**src/include/seq_cfg.svh**
```systemverilog
////////////////////
// Vector sequencer configuration
// Sizes of the instruction ID pool, the register file and the
// per-unit instruction queues
////////////////////

`ifndef SEQ_CFG_SVH
`define SEQ_CFG_SVH

// Instruction IDs that can be in flight at once
`define SEQ_NR_VINSN 8

// Architectural vector registers
`define SEQ_NR_VREGS 32

// Register read by every masked instruction
`define SEQ_VMASK_REG 0

// Maximum instructions held by each functional unit
`define SEQ_DEPTH_ALU 4
`define SEQ_DEPTH_MUL 4
`define SEQ_DEPTH_LOAD 2
`define SEQ_DEPTH_STORE 2

`endif

```
**src/rtl/seq_pkg.sv**
```systemverilog
////////////////////
// Vector sequencer types
// Opcodes, unit encoding, request and response structs
// and the opcode to unit mapping
////////////////////

`include "seq_cfg.svh"

package seq_pkg;

  // Basic index types
  typedef logic [$clog2(`SEQ_NR_VINSN)-1:0] vid_t;
  typedef logic [$clog2(`SEQ_NR_VREGS)-1:0] vreg_t;
  // One bit per instruction ID
  typedef logic [`SEQ_NR_VINSN-1:0] vmask_t;

  typedef enum logic [3:0] {
    VADD,
    VSUB,
    VAND,
    VMUL,
    VMACC,
    VLE,
    VSE
  } op_e;

  // Encoding doubles as the row index of the per-unit matrices
  typedef enum logic [1:0] {
    UNIT_ALU   = 2'd0,
    UNIT_MUL   = 2'd1,
    UNIT_LOAD  = 2'd2,
    UNIT_STORE = 2'd3
  } unit_e;

  typedef enum logic {
    IDLE,
    WAIT
  } seq_state_e;

  // Request from the dispatcher
  typedef struct packed {
    op_e   op;
    vreg_t vd;
    vreg_t vs1;
    vreg_t vs2;
    logic  use_vd;
    logic  use_vs1;
    logic  use_vs2;
    // High for unmasked instructions
    logic  vm;
  } seq_req_t;

  // Request issued to a functional unit
  typedef struct packed {
    vid_t   id;
    op_e    op;
    unit_e  unit;
    vreg_t  vd;
    vreg_t  vs1;
    vreg_t  vs2;
    logic   vm;
    vmask_t hazard;
  } unit_req_t;

  typedef struct packed {
    logic error;
  } seq_resp_t;

  // Field order puts the ALU in the low byte
  // so that the struct maps onto rows indexed by unit_e
  typedef struct packed {
    vmask_t store;
    vmask_t load;
    vmask_t mul;
    vmask_t alu;
  } unit_done_t;

  // Functional unit that executes an opcode
  function automatic unit_e unit_of(op_e op);
    unit_e unit;
    unique case (op)
      VMUL, VMACC: unit = UNIT_MUL;
      VLE:         unit = UNIT_LOAD;
      VSE:         unit = UNIT_STORE;
      default:     unit = UNIT_ALU;
    endcase
    return unit;
  endfunction

endpackage

```
**src/rtl/hazard_scoreboard.sv**
```systemverilog
////////////////////
// Register hazard scoreboard
// Last writer and last reader per vector register, and the
// RAW, WAR and WAW hazard vector of the incoming request
////////////////////

`include "seq_cfg.svh"

module hazard_scoreboard (
  input  logic              clk_i,
  input  logic              rst_ni,
  input  seq_pkg::seq_req_t req_i,
  input  seq_pkg::vmask_t   running_i,
  input  logic              issue_i,
  input  seq_pkg::vid_t     next_id_i,
  output seq_pkg::vmask_t   hazard_o
);

  localparam seq_pkg::vreg_t VMASK = `SEQ_VMASK_REG;

  // Access list entry
  typedef struct packed {
    seq_pkg::vid_t vid;
    logic          valid;
  } vreg_entry_t;

  vreg_entry_t [`SEQ_NR_VREGS-1:0] wr_list_q, wr_list_d;
  vreg_entry_t [`SEQ_NR_VREGS-1:0] rd_list_q, rd_list_d;
  // Lists with finished instructions removed
  vreg_entry_t [`SEQ_NR_VREGS-1:0] wr_live, rd_live;

  ////////////////////
  // Live entries
  ////////////////////

  // Entry stays valid only while its instruction runs
  always_comb begin
    wr_live = wr_list_q;
    rd_live = rd_list_q;
    for (int v = 0; v < `SEQ_NR_VREGS; v++) begin
      wr_live[v].valid = wr_list_q[v].valid & running_i[wr_list_q[v].vid];
      rd_live[v].valid = rd_list_q[v].valid & running_i[rd_list_q[v].vid];
    end
  end

  ////////////////////
  // Hazard vector
  ////////////////////

  always_comb begin
    hazard_o = '0;
    // RAW on the sources
    if (req_i.use_vs1 && wr_live[req_i.vs1].valid) begin
      hazard_o[wr_live[req_i.vs1].vid] = 1'b1;
    end
    if (req_i.use_vs2 && wr_live[req_i.vs2].valid) begin
      hazard_o[wr_live[req_i.vs2].vid] = 1'b1;
    end
    // RAW on the mask register
    if (!req_i.vm && wr_live[VMASK].valid) begin
      hazard_o[wr_live[VMASK].vid] = 1'b1;
    end
    if (req_i.use_vd) begin
      // WAW
      if (wr_live[req_i.vd].valid) begin
        hazard_o[wr_live[req_i.vd].vid] = 1'b1;
      end
      // WAR
      if (rd_live[req_i.vd].valid) begin
        hazard_o[rd_live[req_i.vd].vid] = 1'b1;
      end
    end
  end

  // Newest access replaces the older one
  always_comb begin
    wr_list_d = wr_live;
    rd_list_d = rd_live;
    if (issue_i) begin
      if (req_i.use_vd) begin
        wr_list_d[req_i.vd] = '{vid: next_id_i, valid: 1'b1};
      end
      if (req_i.use_vs1) begin
        rd_list_d[req_i.vs1] = '{vid: next_id_i, valid: 1'b1};
      end
      if (req_i.use_vs2) begin
        rd_list_d[req_i.vs2] = '{vid: next_id_i, valid: 1'b1};
      end
      if (!req_i.vm) begin
        rd_list_d[VMASK] = '{vid: next_id_i, valid: 1'b1};
      end
    end
  end

  always_ff @(posedge clk_i or negedge rst_ni) begin
    if (!rst_ni) begin
      wr_list_q <= '0;
      rd_list_q <= '0;
    end else begin
      wr_list_q <= wr_list_d;
      rd_list_q <= rd_list_d;
    end
  end

endmodule

```
**src/rtl/insn_tracker.sv**
```systemverilog
////////////////////
// Running instruction tracker
// One running mask per functional unit, lowest free ID
// allocation, and the pool idle and full flags
////////////////////

`include "seq_cfg.svh"

module insn_tracker (
  input  logic                clk_i,
  input  logic                rst_ni,
  input  logic                issue_i,
  input  seq_pkg::unit_req_t  issue_req_i,
  input  seq_pkg::unit_done_t unit_done_i,
  output seq_pkg::vmask_t     running_o,
  output seq_pkg::vid_t       next_id_o,
  output logic                full_o,
  output logic                idle_o
);

  // Row per unit, column per instruction ID
  logic [3:0][`SEQ_NR_VINSN-1:0] rows_q, rows_d;
  logic [3:0][`SEQ_NR_VINSN-1:0] done_rows;

  // Done fields line up with the unit rows
  assign done_rows = unit_done_i;

  always_comb begin
    // Completions clear their bits
    rows_d = rows_q & ~done_rows;
    // New instruction enters its unit row
    if (issue_i) begin
      rows_d[issue_req_i.unit][issue_req_i.id] = 1'b1;
    end
  end

  always_ff @(posedge clk_i or negedge rst_ni) begin
    if (!rst_ni) begin
      rows_q <= '0;
    end else begin
      rows_q <= rows_d;
    end
  end

  // Instruction is running if any unit holds it
  assign running_o = rows_q[0] | rows_q[1] | rows_q[2] | rows_q[3];
  assign full_o    = &running_o;
  assign idle_o    = ~|running_o;

  // Priority search from the top so the lowest free ID wins
  always_comb begin
    next_id_o = '0;
    for (int i = `SEQ_NR_VINSN - 1; i >= 0; i--) begin
      if (!running_o[i]) begin
        next_id_o = seq_pkg::vid_t'(i);
      end
    end
  end

  // A unit only completes instructions that it is running
  a_done_running: assert property (
    @(posedge clk_i) disable iff (!rst_ni)
    (done_rows & ~rows_q) == '0
  );

endmodule

```
**src/rtl/issue_fsm.sv**
```systemverilog
////////////////////
// Issue state machine
// Dispatcher handshake, registered unit request and the
// address generation response for memory operations
////////////////////

module issue_fsm (
  input  logic               clk_i,
  input  logic               rst_ni,
  // Dispatcher
  input  seq_pkg::seq_req_t  req_i,
  input  logic               req_valid_i,
  output logic               req_ready_o,
  // Tracker, scoreboard and counters
  input  seq_pkg::vmask_t    running_i,
  input  seq_pkg::vid_t      next_id_i,
  input  logic               full_i,
  input  seq_pkg::vmask_t    hazard_i,
  input  logic [3:0]         unit_ready_i,
  // Functional units
  input  logic               unit_req_ready_i,
  output seq_pkg::unit_req_t unit_req_o,
  output logic               unit_req_valid_o,
  // Issue strobe to the bookkeeping blocks
  output logic               issue_o,
  output seq_pkg::unit_req_t issue_req_o,
  // Address generation
  input  logic               addrgen_ack_i,
  input  logic               addrgen_error_i,
  output seq_pkg::seq_resp_t resp_o,
  output logic               resp_valid_o
);

  seq_pkg::seq_state_e state_q, state_d;
  seq_pkg::unit_e      unit;
  logic                is_mem;
  logic                held;

  assign unit   = seq_pkg::unit_of(req_i.op);
  assign is_mem = (unit == seq_pkg::UNIT_LOAD) || (unit == seq_pkg::UNIT_STORE);
  // Previous request still waits for its unit
  assign held   = unit_req_valid_o && !unit_req_ready_i;

  assign issue_o = (state_q == seq_pkg::IDLE) && req_valid_i && !held &&
                   !full_i && unit_ready_i[unit];

  // Unit request built from the dispatcher fields
  assign issue_req_o = '{
    id:     next_id_i,
    op:     req_i.op,
    unit:   unit,
    vd:     req_i.vd,
    vs1:    req_i.vs1,
    vs2:    req_i.vs2,
    vm:     req_i.vm,
    hazard: hazard_i
  };

  ////////////////////
  // Handshake and response
  ////////////////////

  always_comb begin
    state_d      = state_q;
    req_ready_o  = 1'b0;
    resp_o       = '0;
    resp_valid_o = 1'b0;
    unique case (state_q)
      seq_pkg::IDLE: begin
        if (held) begin
          req_ready_o = 1'b0;
        end else if (req_valid_i) begin
          // Memory ops finish their handshake on the ack
          req_ready_o = issue_o && !is_mem;
          if (issue_o && is_mem) begin
            state_d = seq_pkg::WAIT;
          end
        end else begin
          req_ready_o = 1'b1;
        end
      end
      seq_pkg::WAIT: begin
        if (addrgen_ack_i) begin
          req_ready_o  = 1'b1;
          resp_valid_o = 1'b1;
          resp_o.error = addrgen_error_i;
          state_d      = seq_pkg::IDLE;
        end
      end
      default: state_d = seq_pkg::IDLE;
    endcase
  end

  always_ff @(posedge clk_i or negedge rst_ni) begin
    if (!rst_ni) begin
      state_q          <= seq_pkg::IDLE;
      unit_req_valid_o <= 1'b0;
    end else begin
      state_q          <= state_d;
      unit_req_valid_o <= issue_o || held;
    end
  end

  // Payload loads only on issue, so a held request stays put
  always_ff @(posedge clk_i) begin
    if (issue_o) begin
      unit_req_o <= issue_req_o;
    end
  end

  a_ack_in_wait: assert property (
    @(posedge clk_i) disable iff (!rst_ni)
    addrgen_ack_i |-> (state_q == seq_pkg::WAIT)
  );

  // Hazards point at running instructions and the new ID is free
  a_issue_consistent: assert property (
    @(posedge clk_i) disable iff (!rst_ni)
    issue_o |-> (((hazard_i & ~running_i) == '0) && !running_i[next_id_i])
  );

endmodule

```
**src/rtl/unit_queue_counters.sv**
```systemverilog
////////////////////
// Unit queue counters
// Occupancy per functional unit and the per-unit ready flags
////////////////////

`include "seq_cfg.svh"

module unit_queue_counters (
  input  logic                clk_i,
  input  logic                rst_ni,
  input  logic                issue_i,
  input  seq_pkg::unit_e      issue_unit_i,
  input  seq_pkg::unit_done_t unit_done_i,
  output logic [3:0]          unit_ready_o
);

  // Indexed by unit encoding
  localparam int unsigned DEPTH [4] = '{
    `SEQ_DEPTH_ALU, `SEQ_DEPTH_MUL, `SEQ_DEPTH_LOAD, `SEQ_DEPTH_STORE
  };

  function automatic int unsigned max_depth();
    int unsigned m;
    m = 0;
    for (int u = 0; u < 4; u++) begin
      if (DEPTH[u] > m) begin
        m = DEPTH[u];
      end
    end
    return m;
  endfunction

  localparam int unsigned CNT_W = $clog2(max_depth() + 1);

  logic [3:0][`SEQ_NR_VINSN-1:0] done_rows;

  assign done_rows = unit_done_i;

  for (genvar u = 0; u < 4; u++) begin : gen_cnt
    logic [CNT_W-1:0] cnt_q;
    logic             up;
    logic             down;

    assign up   = issue_i && (issue_unit_i == u);
    // At most one completion per unit and cycle
    assign down = |done_rows[u];

    // Issue and completion together leave the count alone
    always_ff @(posedge clk_i or negedge rst_ni) begin
      if (!rst_ni) begin
        cnt_q <= '0;
      end else if (up && !down) begin
        cnt_q <= cnt_q + 1'b1;
      end else if (down && !up) begin
        cnt_q <= cnt_q - 1'b1;
      end
    end

    assign unit_ready_o[u] = cnt_q < DEPTH[u];

    a_no_underflow: assert property (
      @(posedge clk_i) disable iff (!rst_ni)
      (down && !up) |-> (cnt_q != '0)
    );
    a_no_overflow: assert property (
      @(posedge clk_i) disable iff (!rst_ni)
      (up && !down) |-> (cnt_q < DEPTH[u])
    );
  end

endmodule

```
**src/rtl/vector_sequencer.sv**
```systemverilog
////////////////////
// Vector instruction sequencer
// In-order issue to ALU, multiplier, load and store units
// with hazard tracking and per-unit queue limits
////////////////////

module vector_sequencer (
  input  logic                clk_i,
  input  logic                rst_ni,
  // Dispatcher
  input  seq_pkg::seq_req_t   req_i,
  input  logic                req_valid_i,
  output logic                req_ready_o,
  output seq_pkg::seq_resp_t  resp_o,
  output logic                resp_valid_o,
  output logic                idle_o,
  // Functional units
  output seq_pkg::unit_req_t  unit_req_o,
  output logic                unit_req_valid_o,
  input  logic                unit_req_ready_i,
  input  seq_pkg::unit_done_t unit_done_i,
  // Address generation
  input  logic                addrgen_ack_i,
  input  logic                addrgen_error_i
);

  seq_pkg::vmask_t    running;
  seq_pkg::vid_t      next_id;
  logic               full;
  seq_pkg::vmask_t    hazard;
  logic [3:0]         unit_ready;
  logic               issue;
  seq_pkg::unit_req_t issue_req;

  // Running set and ID allocation
  insn_tracker i_tracker (
    .clk_i       (clk_i),
    .rst_ni      (rst_ni),
    .issue_i     (issue),
    .issue_req_i (issue_req),
    .unit_done_i (unit_done_i),
    .running_o   (running),
    .next_id_o   (next_id),
    .full_o      (full),
    .idle_o      (idle_o)
  );

  // Register access lists
  hazard_scoreboard i_scoreboard (
    .clk_i     (clk_i),
    .rst_ni    (rst_ni),
    .req_i     (req_i),
    .running_i (running),
    .issue_i   (issue),
    .next_id_i (next_id),
    .hazard_o  (hazard)
  );

  // Queue occupancy per unit
  unit_queue_counters i_counters (
    .clk_i        (clk_i),
    .rst_ni       (rst_ni),
    .issue_i      (issue),
    .issue_unit_i (seq_pkg::unit_of(req_i.op)),
    .unit_done_i  (unit_done_i),
    .unit_ready_o (unit_ready)
  );

  issue_fsm i_fsm (
    .clk_i            (clk_i),
    .rst_ni           (rst_ni),
    .req_i            (req_i),
    .req_valid_i      (req_valid_i),
    .req_ready_o      (req_ready_o),
    .running_i        (running),
    .next_id_i        (next_id),
    .full_i           (full),
    .hazard_i         (hazard),
    .unit_ready_i     (unit_ready),
    .unit_req_ready_i (unit_req_ready_i),
    .unit_req_o       (unit_req_o),
    .unit_req_valid_o (unit_req_valid_o),
    .issue_o          (issue),
    .issue_req_o      (issue_req),
    .addrgen_ack_i    (addrgen_ack_i),
    .addrgen_error_i  (addrgen_error_i),
    .resp_o           (resp_o),
    .resp_valid_o     (resp_valid_o)
  );

endmodule

```
**config.mk**
```make
export PLATFORM = sky130hd
export DESIGN_NAME = vector_sequencer
export DESIGN_NICKNAME = d
export VERILOG_FILES = /design/src/rtl/seq_pkg.sv /design/src/rtl/hazard_scoreboard.sv /design/src/rtl/insn_tracker.sv /design/src/rtl/issue_fsm.sv /design/src/rtl/unit_queue_counters.sv /design/src/rtl/vector_sequencer.sv
export VERILOG_INCLUDE_DIRS = /design/src /design/src/include
export SDC_FILE = /design/constraint.sdc
export NUM_CORES = 1
export LEC_CHECK = 0
export CORE_ASPECT_RATIO = 2
export CORE_UTILIZATION = 55
export CTS_CLUSTER_SIZE = 12
export DETAILED_ROUTE_END_ITERATION = 7
export DONT_BUFFER_PORTS = 1
export PLACE_DENSITY = 0.75
export SLEW_MARGIN = 20
export SYNTH_ARGS = -nofsm -noshare
export SYNTH_HDL_FRONTEND = slang
export SYNTH_SLANG_ARGS = --single-unit
```
**constraint.sdc**
```tcl
create_clock -name clk_i -period 4.06 [get_ports clk_i]
set_input_delay 0.609 -clock clk_i [delete_from_list [all_inputs] [get_ports clk_i]]
set_output_delay 0.609 -clock clk_i [all_outputs]
set_load 0.05 [all_outputs]
```
### After elaboration in Yosys (flattened, before gate mapping)

Cells that the tools add are included.

* output and inout bits: 38
* word-level logic and storage cells: 589
* register bits after elaboration: 335
* input port bits: 61

* add/sub/neg operators: 8
* mux-type cells: 205
* reductions and logical operators: 61
* bitwise gates (word level): 75
* equality and inequality tests: 7
* magnitude comparators: 87

Operators with widths (count)
* 128-bit bitwise mux: 3
* 128-bit two-way mux: 3
* 125-bit two-way mux: 3
* 3-bit by 4-bit less-than comparator with 1-bit output, second input constant: 69
* 1-bit binary-select mux with 3-bit select: 64
* 1-bit two-way mux: 81
* 4-bit binary-select mux with 5-bit select: 4
* 1-bit bitwise AND: 64
* 8-bit two-way mux: 8
* 4-bit demux with 5-bit select: 3
* 8-bit OR: 7
* 3-bit two-way mux: 16
* 8-bit OR reduction: 5
* 32-bit bitwise AND: 1
* 1-bit logical AND: 32
* 32-bit two-way mux: 1
* 4-bit two-way mux: 8
* 32-bit NOT: 1
* 32-bit OR: 1
* 1-bit demux with 3-bit select: 6
* 3-bit by 1-bit >= comparator with 1-bit output, second input constant: 6
* 5-bit by 6-bit less-than comparator with 1-bit output, second input constant: 3
* 8-bit demux with 2-bit select: 1
* 5-bit by 1-bit >= comparator with 1-bit output, second input constant: 3
* other kinds (21): 50

### Depth between registers and ports, before layout

* depth in word-level cells: 23
* gate-level depth with buffers: 17
* mapped depth without buffers: 13

### Hierarchy

A second synthesis with hierarchy kept.

* cell total of the unflattened synthesis: 2188
* area, all modules: 23631.4 um^2

Modules (own cells, without submodules)
* hazard_scoreboard: times used 1, seq. area each 6406.1 um^2, area an instance 19905.3 um^2, cells each 1879
* issue_fsm: times used 1, seq. area each 1041.0 um^2, area an instance 1478.9 um^2, cells each 97
* insn_tracker: times used 1, seq. area each 800.8 um^2, area an instance 1476.4 um^2, cells each 142
* unit_queue_counters: times used 1, seq. area each 300.3 um^2, area an instance 730.7 um^2, cells each 65
* vector_sequencer: times used 1, seq. area each 0.0 um^2, area an instance 40.0 um^2, cells each 5

### Worst setup path before layout

No wires, ideal clock.

* path kind: reg-to-reg
* start point: register i_tracker.rows_q[30] (netlist bit)
* end point: register i_counters.gen_cnt[3].cnt_q[2]
* arrival: 4294 ps
* library setup time: 79 ps
* period minus slack after synthesis: 4373 ps
* data required time: 3981 ps
* stages on the path, launching flop included: 18
* slack: -313 ps
* cell sequence: dfrtp_1 > nor4_2 > buf_2 > buf_1 > nor4_1 > a32oi_1 > and3_1 > buf_2 > buf_2 > buf_2 > nand2_1 > inv_1 > ha_1 > inv_1 > fa_1 > xor2_1 > nor2_1 > xor2_1

* cells in the longest elaborated chain, start to end: 9

Ends and longest elaborated chain
* start: declaration: RTL line insn_tracker.sv:22 `` logic [3:0][`SEQ_NR_VINSN-1:0] rows_q, rows_d; ``
* start signal: assignment: RTL line insn_tracker.sv:41 `rows_q <= rows_d;`
* 8-bit OR (*): RTL line insn_tracker.sv:46 `assign running_o = rows_q[0] | rows_q[1] | rows_q[2] | rows_q[3];`
* 8-bit AND reduction (*): RTL line insn_tracker.sv:47 `assign full_o = &running_o;`
* 1-bit zero test (*): RTL line issue_fsm.sv:45 `!full_i && unit_ready_i[unit];`
* 1-bit logical AND (*): RTL line issue_fsm.sv:44 `assign issue_o = (state_q == seq_pkg::IDLE) && req_valid_i && !held &&`
* 1-bit logical AND (*): RTL line issue_fsm.sv:45
* via i_counters.issue_i: RTL line unit_queue_counters.sv:11 `input logic issue_i,`
* 1-bit logical AND (*): RTL line unit_queue_counters.sv:44 `assign up = issue_i && (issue_unit_i == u);`
* 1-bit zero test: RTL line unit_queue_counters.sv:54 `end else if (down && !up) begin`
* 1-bit logical AND: RTL line unit_queue_counters.sv:54
* 2-bit nonzero test (no source line)
* end signal: assignment: RTL line unit_queue_counters.sv:53 `cnt_q <= cnt_q + 1'b1;`
* end signal: assignment: RTL line unit_queue_counters.sv:55 `cnt_q <= cnt_q - 1'b1;`
* end: declaration: RTL line unit_queue_counters.sv:40 `logic [CNT_W-1:0] cnt_q;`

Mark *: on every way through the listed nets, which the timed path passes. The rest lies on a longest branch.
A chain may end at the register's enable or synchronous reset.

### Worst setup path in the final report

* start point: register i_tracker.rows_q[1] (netlist bit)
* end point: register i_fsm.unit_req_o[0] (netlist name)

* cells in the longest elaborated chain, start to end: 20

Ends and longest elaborated chain
* 8-bit OR (*) (3 in series): RTL line insn_tracker.sv:46
* 1-bit binary-select mux with 3-bit select: RTL line hazard_scoreboard.sv:41 `wr_live[v].valid = wr_list_q[v].valid & running_i[wr_list_q[v].vid];`
* 1-bit two-way mux (implied by the code): RTL line hazard_scoreboard.sv:41
* 1-bit bitwise AND: RTL line hazard_scoreboard.sv:41
* 4-bit binary-select mux with 5-bit select: RTL line hazard_scoreboard.sv:53 `if (req_i.use_vs1 && wr_live[req_i.vs1].valid) begin`
* 4-bit two-way mux (implied by the code): RTL line hazard_scoreboard.sv:53
* 1-bit logical AND: RTL line hazard_scoreboard.sv:53
* 8-bit two-way mux: RTL line hazard_scoreboard.sv:53
* [... 3 more ...]
* 8-bit two-way mux: RTL line hazard_scoreboard.sv:60 `if (!req_i.vm && wr_live[VMASK].valid) begin`
* 8-bit OR (no source line)
* 8-bit two-way mux: RTL line hazard_scoreboard.sv:65 `if (wr_live[req_i.vd].valid) begin`
* 8-bit two-way mux: RTL line hazard_scoreboard.sv:63 `if (req_i.use_vd) begin`
* 8-bit OR (no source line)
* 8-bit two-way mux: RTL line hazard_scoreboard.sv:69 `if (rd_live[req_i.vd].valid) begin`
* 8-bit two-way mux (*): RTL line hazard_scoreboard.sv:63
* via hazard[0]: RTL line vector_sequencer.sv:30 `seq_pkg::vmask_t hazard;`

Mark *: on every way through the listed nets, which the timed path passes. The rest lies on a longest branch. The select of a mux whose other input is x is not followed.

==> flow_metrics.py <==
metrics = {
    "grt": {
        "grt_pass1_wl_um": 147000,
        "grt-ovfl-total": 0,
        "grt_max_degree": 303,
        "antenna_found_initial": 8,
        "track_usage_pct": 47.9,
        "grt_pass1_vias": 21900,
    },
    "floorplanning": {
        "placementRows": 105,
        "die_width_um": 146,
        "core-area_um2": 41000,
        "dieArea_um2": 42500,
        "start_util_pct": 55.8,
        "ios": 99,
        "die_h_um": 290,
    },
    "sta": {
        "finalSetupViolations": 0,
        "worstMarginPinSlew_ns": 1.13,
        "fmax_mhz": 249,
        "fin_crit_ns": 4.02,
        "fin_skew_ns": 0.0142,
        "max_slew_margin_pct": 23.6,
        "hold_ws_ns": -0.241,
        "finalHoldViolations": 302,
        "fin_tns_setup_ns": 0,
        "rsz0062_at_grt": "no",
        "drv_slew": 0,
        "min_period_over_period_pct": 99.1,
    },
    "layout": {
        "final_cell_mix": "302 x dfrtp_1, 245 x nand2_1, 152 x mux2_2",
        "fin_util_pct": 61.9,
        "final_common_cell": "dfrtp_1",
        "drive_above_1_share_pct": 24.5,
        "final_cells": 2797,
        "area_growth_syn_to_layout_pct": 10.8,
        "nNetsFinal": 2312,
    },
    "cts": {
        "cts.sinks": 335,
        "cts_tree": "yes",
        "htree_num_levels": 2,
        "numCtsBuffers": 35,
        "insertion_delay_ns": 0.55,
        "cts_root_buf": "clkbuf_16",
        "clockBufferDepth": 3,
        "clk_pin_slew_worst_paths_ns": 0.06,
    },
    "placed_design": {
        "place_hpwl_um": 70700,
        "place_inst": 2733,
        "port_buffers": 0,
        "place.gp.congestion": 1.11,
    },
    "pwr": {
        "power.total_mw": 10.7,
        "p_clk_share_pct": 28.8,
        "netSwitchingFraction_pct": 37.1,
        "power_frac_comb_pct": 29.7,
        "pwr-share-seq_pct": 41.5,
        "switchingPower_mw": 3.98,
        "power_density_nw_per_um2": 424,
        "power.leakage_nw": 9.96,
        "power.internal_mw": 6.76,
        "vdd_ir_drop_max_v": 0.000434,
    },
    "yosys": {
        "yosys.area.top_type_share_pct": 33.0,
        "yosysSeqAreaShare_pct": 37.4,
        "synth-seq-cells": 335,
        "yosysUniqueCellTypes": 73,
        "synth_enable_flop_cells": 33,
        "yosysTopAreaCell": "dfrtp_1",
        "netlist_top_cells_area": "dfrtp_1 33%, mux4_2 14%, mux2_2 7.5%",
        "ys_async_sr_fraction_pct": 90.1,
        "ys_warn_count": 0,
        "syn-instance-count": 2251,
        "syn_avg_cell_area_um2": 10.2,
        "synth_top_flop_cell": "dfrtp_1",
        "mappedNetlistNets": 2320,
        "syn_area_um2": 22900,
    },
    "worst_setup_path": {
        "crit_path_max_incr_delay_ns": 0.70,
        "worstPathArrival_ns": 4.44,
        "r2r_slack_ns": 0.04,
        "slowest_stage": "nor4_4",
        "cp_data_required_time_ns": 4.47,
        "reg2reg_depth": 12,
        "worstSetupPathType": "reg -> reg",
        "r2r_start": "i_tracker.rows_q[1]$_DFF_PN0_",
        "path_cells": "or4_1 -> buf_4 -> mux4_2 -> nor2_1 -> a2111oi_1 -> buf_4 -> a2bb2oi_1 -> nand4_1 -> nor4_4 -> nand2_1 -> o211ai_1 -> a211o_1",
        "path_buf_inv": 2,
        "cp-startpoint": "i_tracker.rows_q[1]$_DFF_PN0_",
        "cpMostUsedCell": "buf_4",
        "start_kind": "flop",
        "r2r_end": "i_fsm.unit_req_o[0]$_DFFE_PP_",
        "crit_family": "simple AND/OR/NAND/NOR gates",
        "end_kind": "flop",
        "cp_max_fo": 17,
    },
    "routing": {
        "wl_per_cell_um": 35.7,
        "drc": 1,
        "vias": 21600,
        "antenna_left": 0,
        "vias_per_cell": 7.73,
        "first_iter_violations": 2745,
        "dr.pass1.iters": 8,
        "totalWireLength_um": 100000,
    },
    "run_status": {
        "status": "complete, but fails checks",
        "violations": "design-rule violations, negative hold slack",
    },
    "flow_run": {
        "cap_violations": 0,
    },
    "hold_path": {
        "hp-class": "in -> async",
    },
}
## routing by layer
| metal | GRT usage, % | wire length [um] |
|---|---|---|
| met4 | 48.1 | 12700 |
| met5 | 0 | 51 |
| met1 | 48.6 | 29000 |
| met2 | 77.3 | 47100 |
| met3 | 13.6 | 11100 |
## cell families after synthesis
kind of cell,Yosys count,synth area share [%]
AND/OR/NAND/NOR,752,16.7
flip-flops,335,37.4
adder cells (fa/ha/maj),8,0.569
multiplexers,375,25.1
XOR/XNOR,12,0.459
buffers and inverters,274,4.72
AO/OA/AOI/OAI,495,15.1
## repair_timing
item                                    in CTS  in global routing
pin swaps                                    2                  5
endpoints found under the setup margin       5                  9
gates resized for setup                      2                 10
buffers inserted                             6                  2
hold endpoints to repair                   302                302
## layout make-up
type / count / area, um2
inverters: 72 / 270
flip-flops and latches: 335 / 8550
repair buffers: 157 / 1450
fillers: 3422 / 15600
multi-input cells: 1642 / 13400
clock buffers: 47 / 971
diodes: 3 / 7.51
well taps: 535 / 669
clock inverters: 6 / 45.0
## through the flow
| stage | setup slack (ns) | instance area (um2) |
|---|---|---|
| floorplan | 0.0659 | 22900 |
| global placement | -0.119 | 24200 |
| detailed placement | -0.0378 | 24200 |
| CTS | 0.0509 | 25300 |
| global route | 0.00989 | 25400 |
| finish | 0.0378 | 25400 |
## power by group through the flow
stage	Sequential [mW]	Clock [mW]	Combinational, mW
global route	4.50	3.23	3.28
finish	4.46	3.10	3.19
CTS	4.44	3.10	3.00
floorplan	4.27	0	1.99
global placement	4.47	0	2.92
detailed placement	4.50	0	2.98
## cells in the mapped netlist, types with 39 or more instances
| library cell | count |
|---|---|
| dfrtp_1 | 302 |
| o21ai_0 | 100 |
| nor3_1 | 43 |
| nand2b_1 | 46 |
| nand3_1 | 60 |
| mux2i_1 | 80 |
| o22ai_1 | 118 |
| mux4_2 | 143 |
| nand2_1 | 245 |
| mux2_2 | 152 |
| a2111oi_0 | 39 |
| inv_1 | 72 |
| clkbuf_1 | 135 |
| nor2_1 | 138 |
## flip-flops by register name (all words and copies together), names as in the netlist
| signal | flops |
|---|---|
| i_counters.gen_cnt.cnt_q | 12 |
| i_fsm.state_q | 1 |
| i_fsm.unit_req_o | 33 |
| i_fsm.unit_req_valid_o | 1 |
| i_scoreboard.rd_list_q | 128 |
| i_scoreboard.wr_list_q | 128 |
| i_tracker.rows_q | 32 |
## how the worst max path moves through the flow
stage | to | slack, ns | cells past startpoint
floorplan | i_counters.gen_cnt[3].cnt_q[2]$_DFFE_PN0P_ | 0.07 | 17
CTS | req_ready_o | 0.05 | 9
global placement | i_fsm.unit_req_o[5]$_DFFE_PP_ | -0.12 | 12
finish | i_fsm.unit_req_o[0]$_DFFE_PP_ | 0.04 | 12
detailed placement | i_fsm.unit_req_o[5]$_DFFE_PP_ | -0.04 | 12
global route | i_fsm.unit_req_o[0]$_DFFE_PP_ | 0.01 | 12
(Power assumes the default switching activity.)
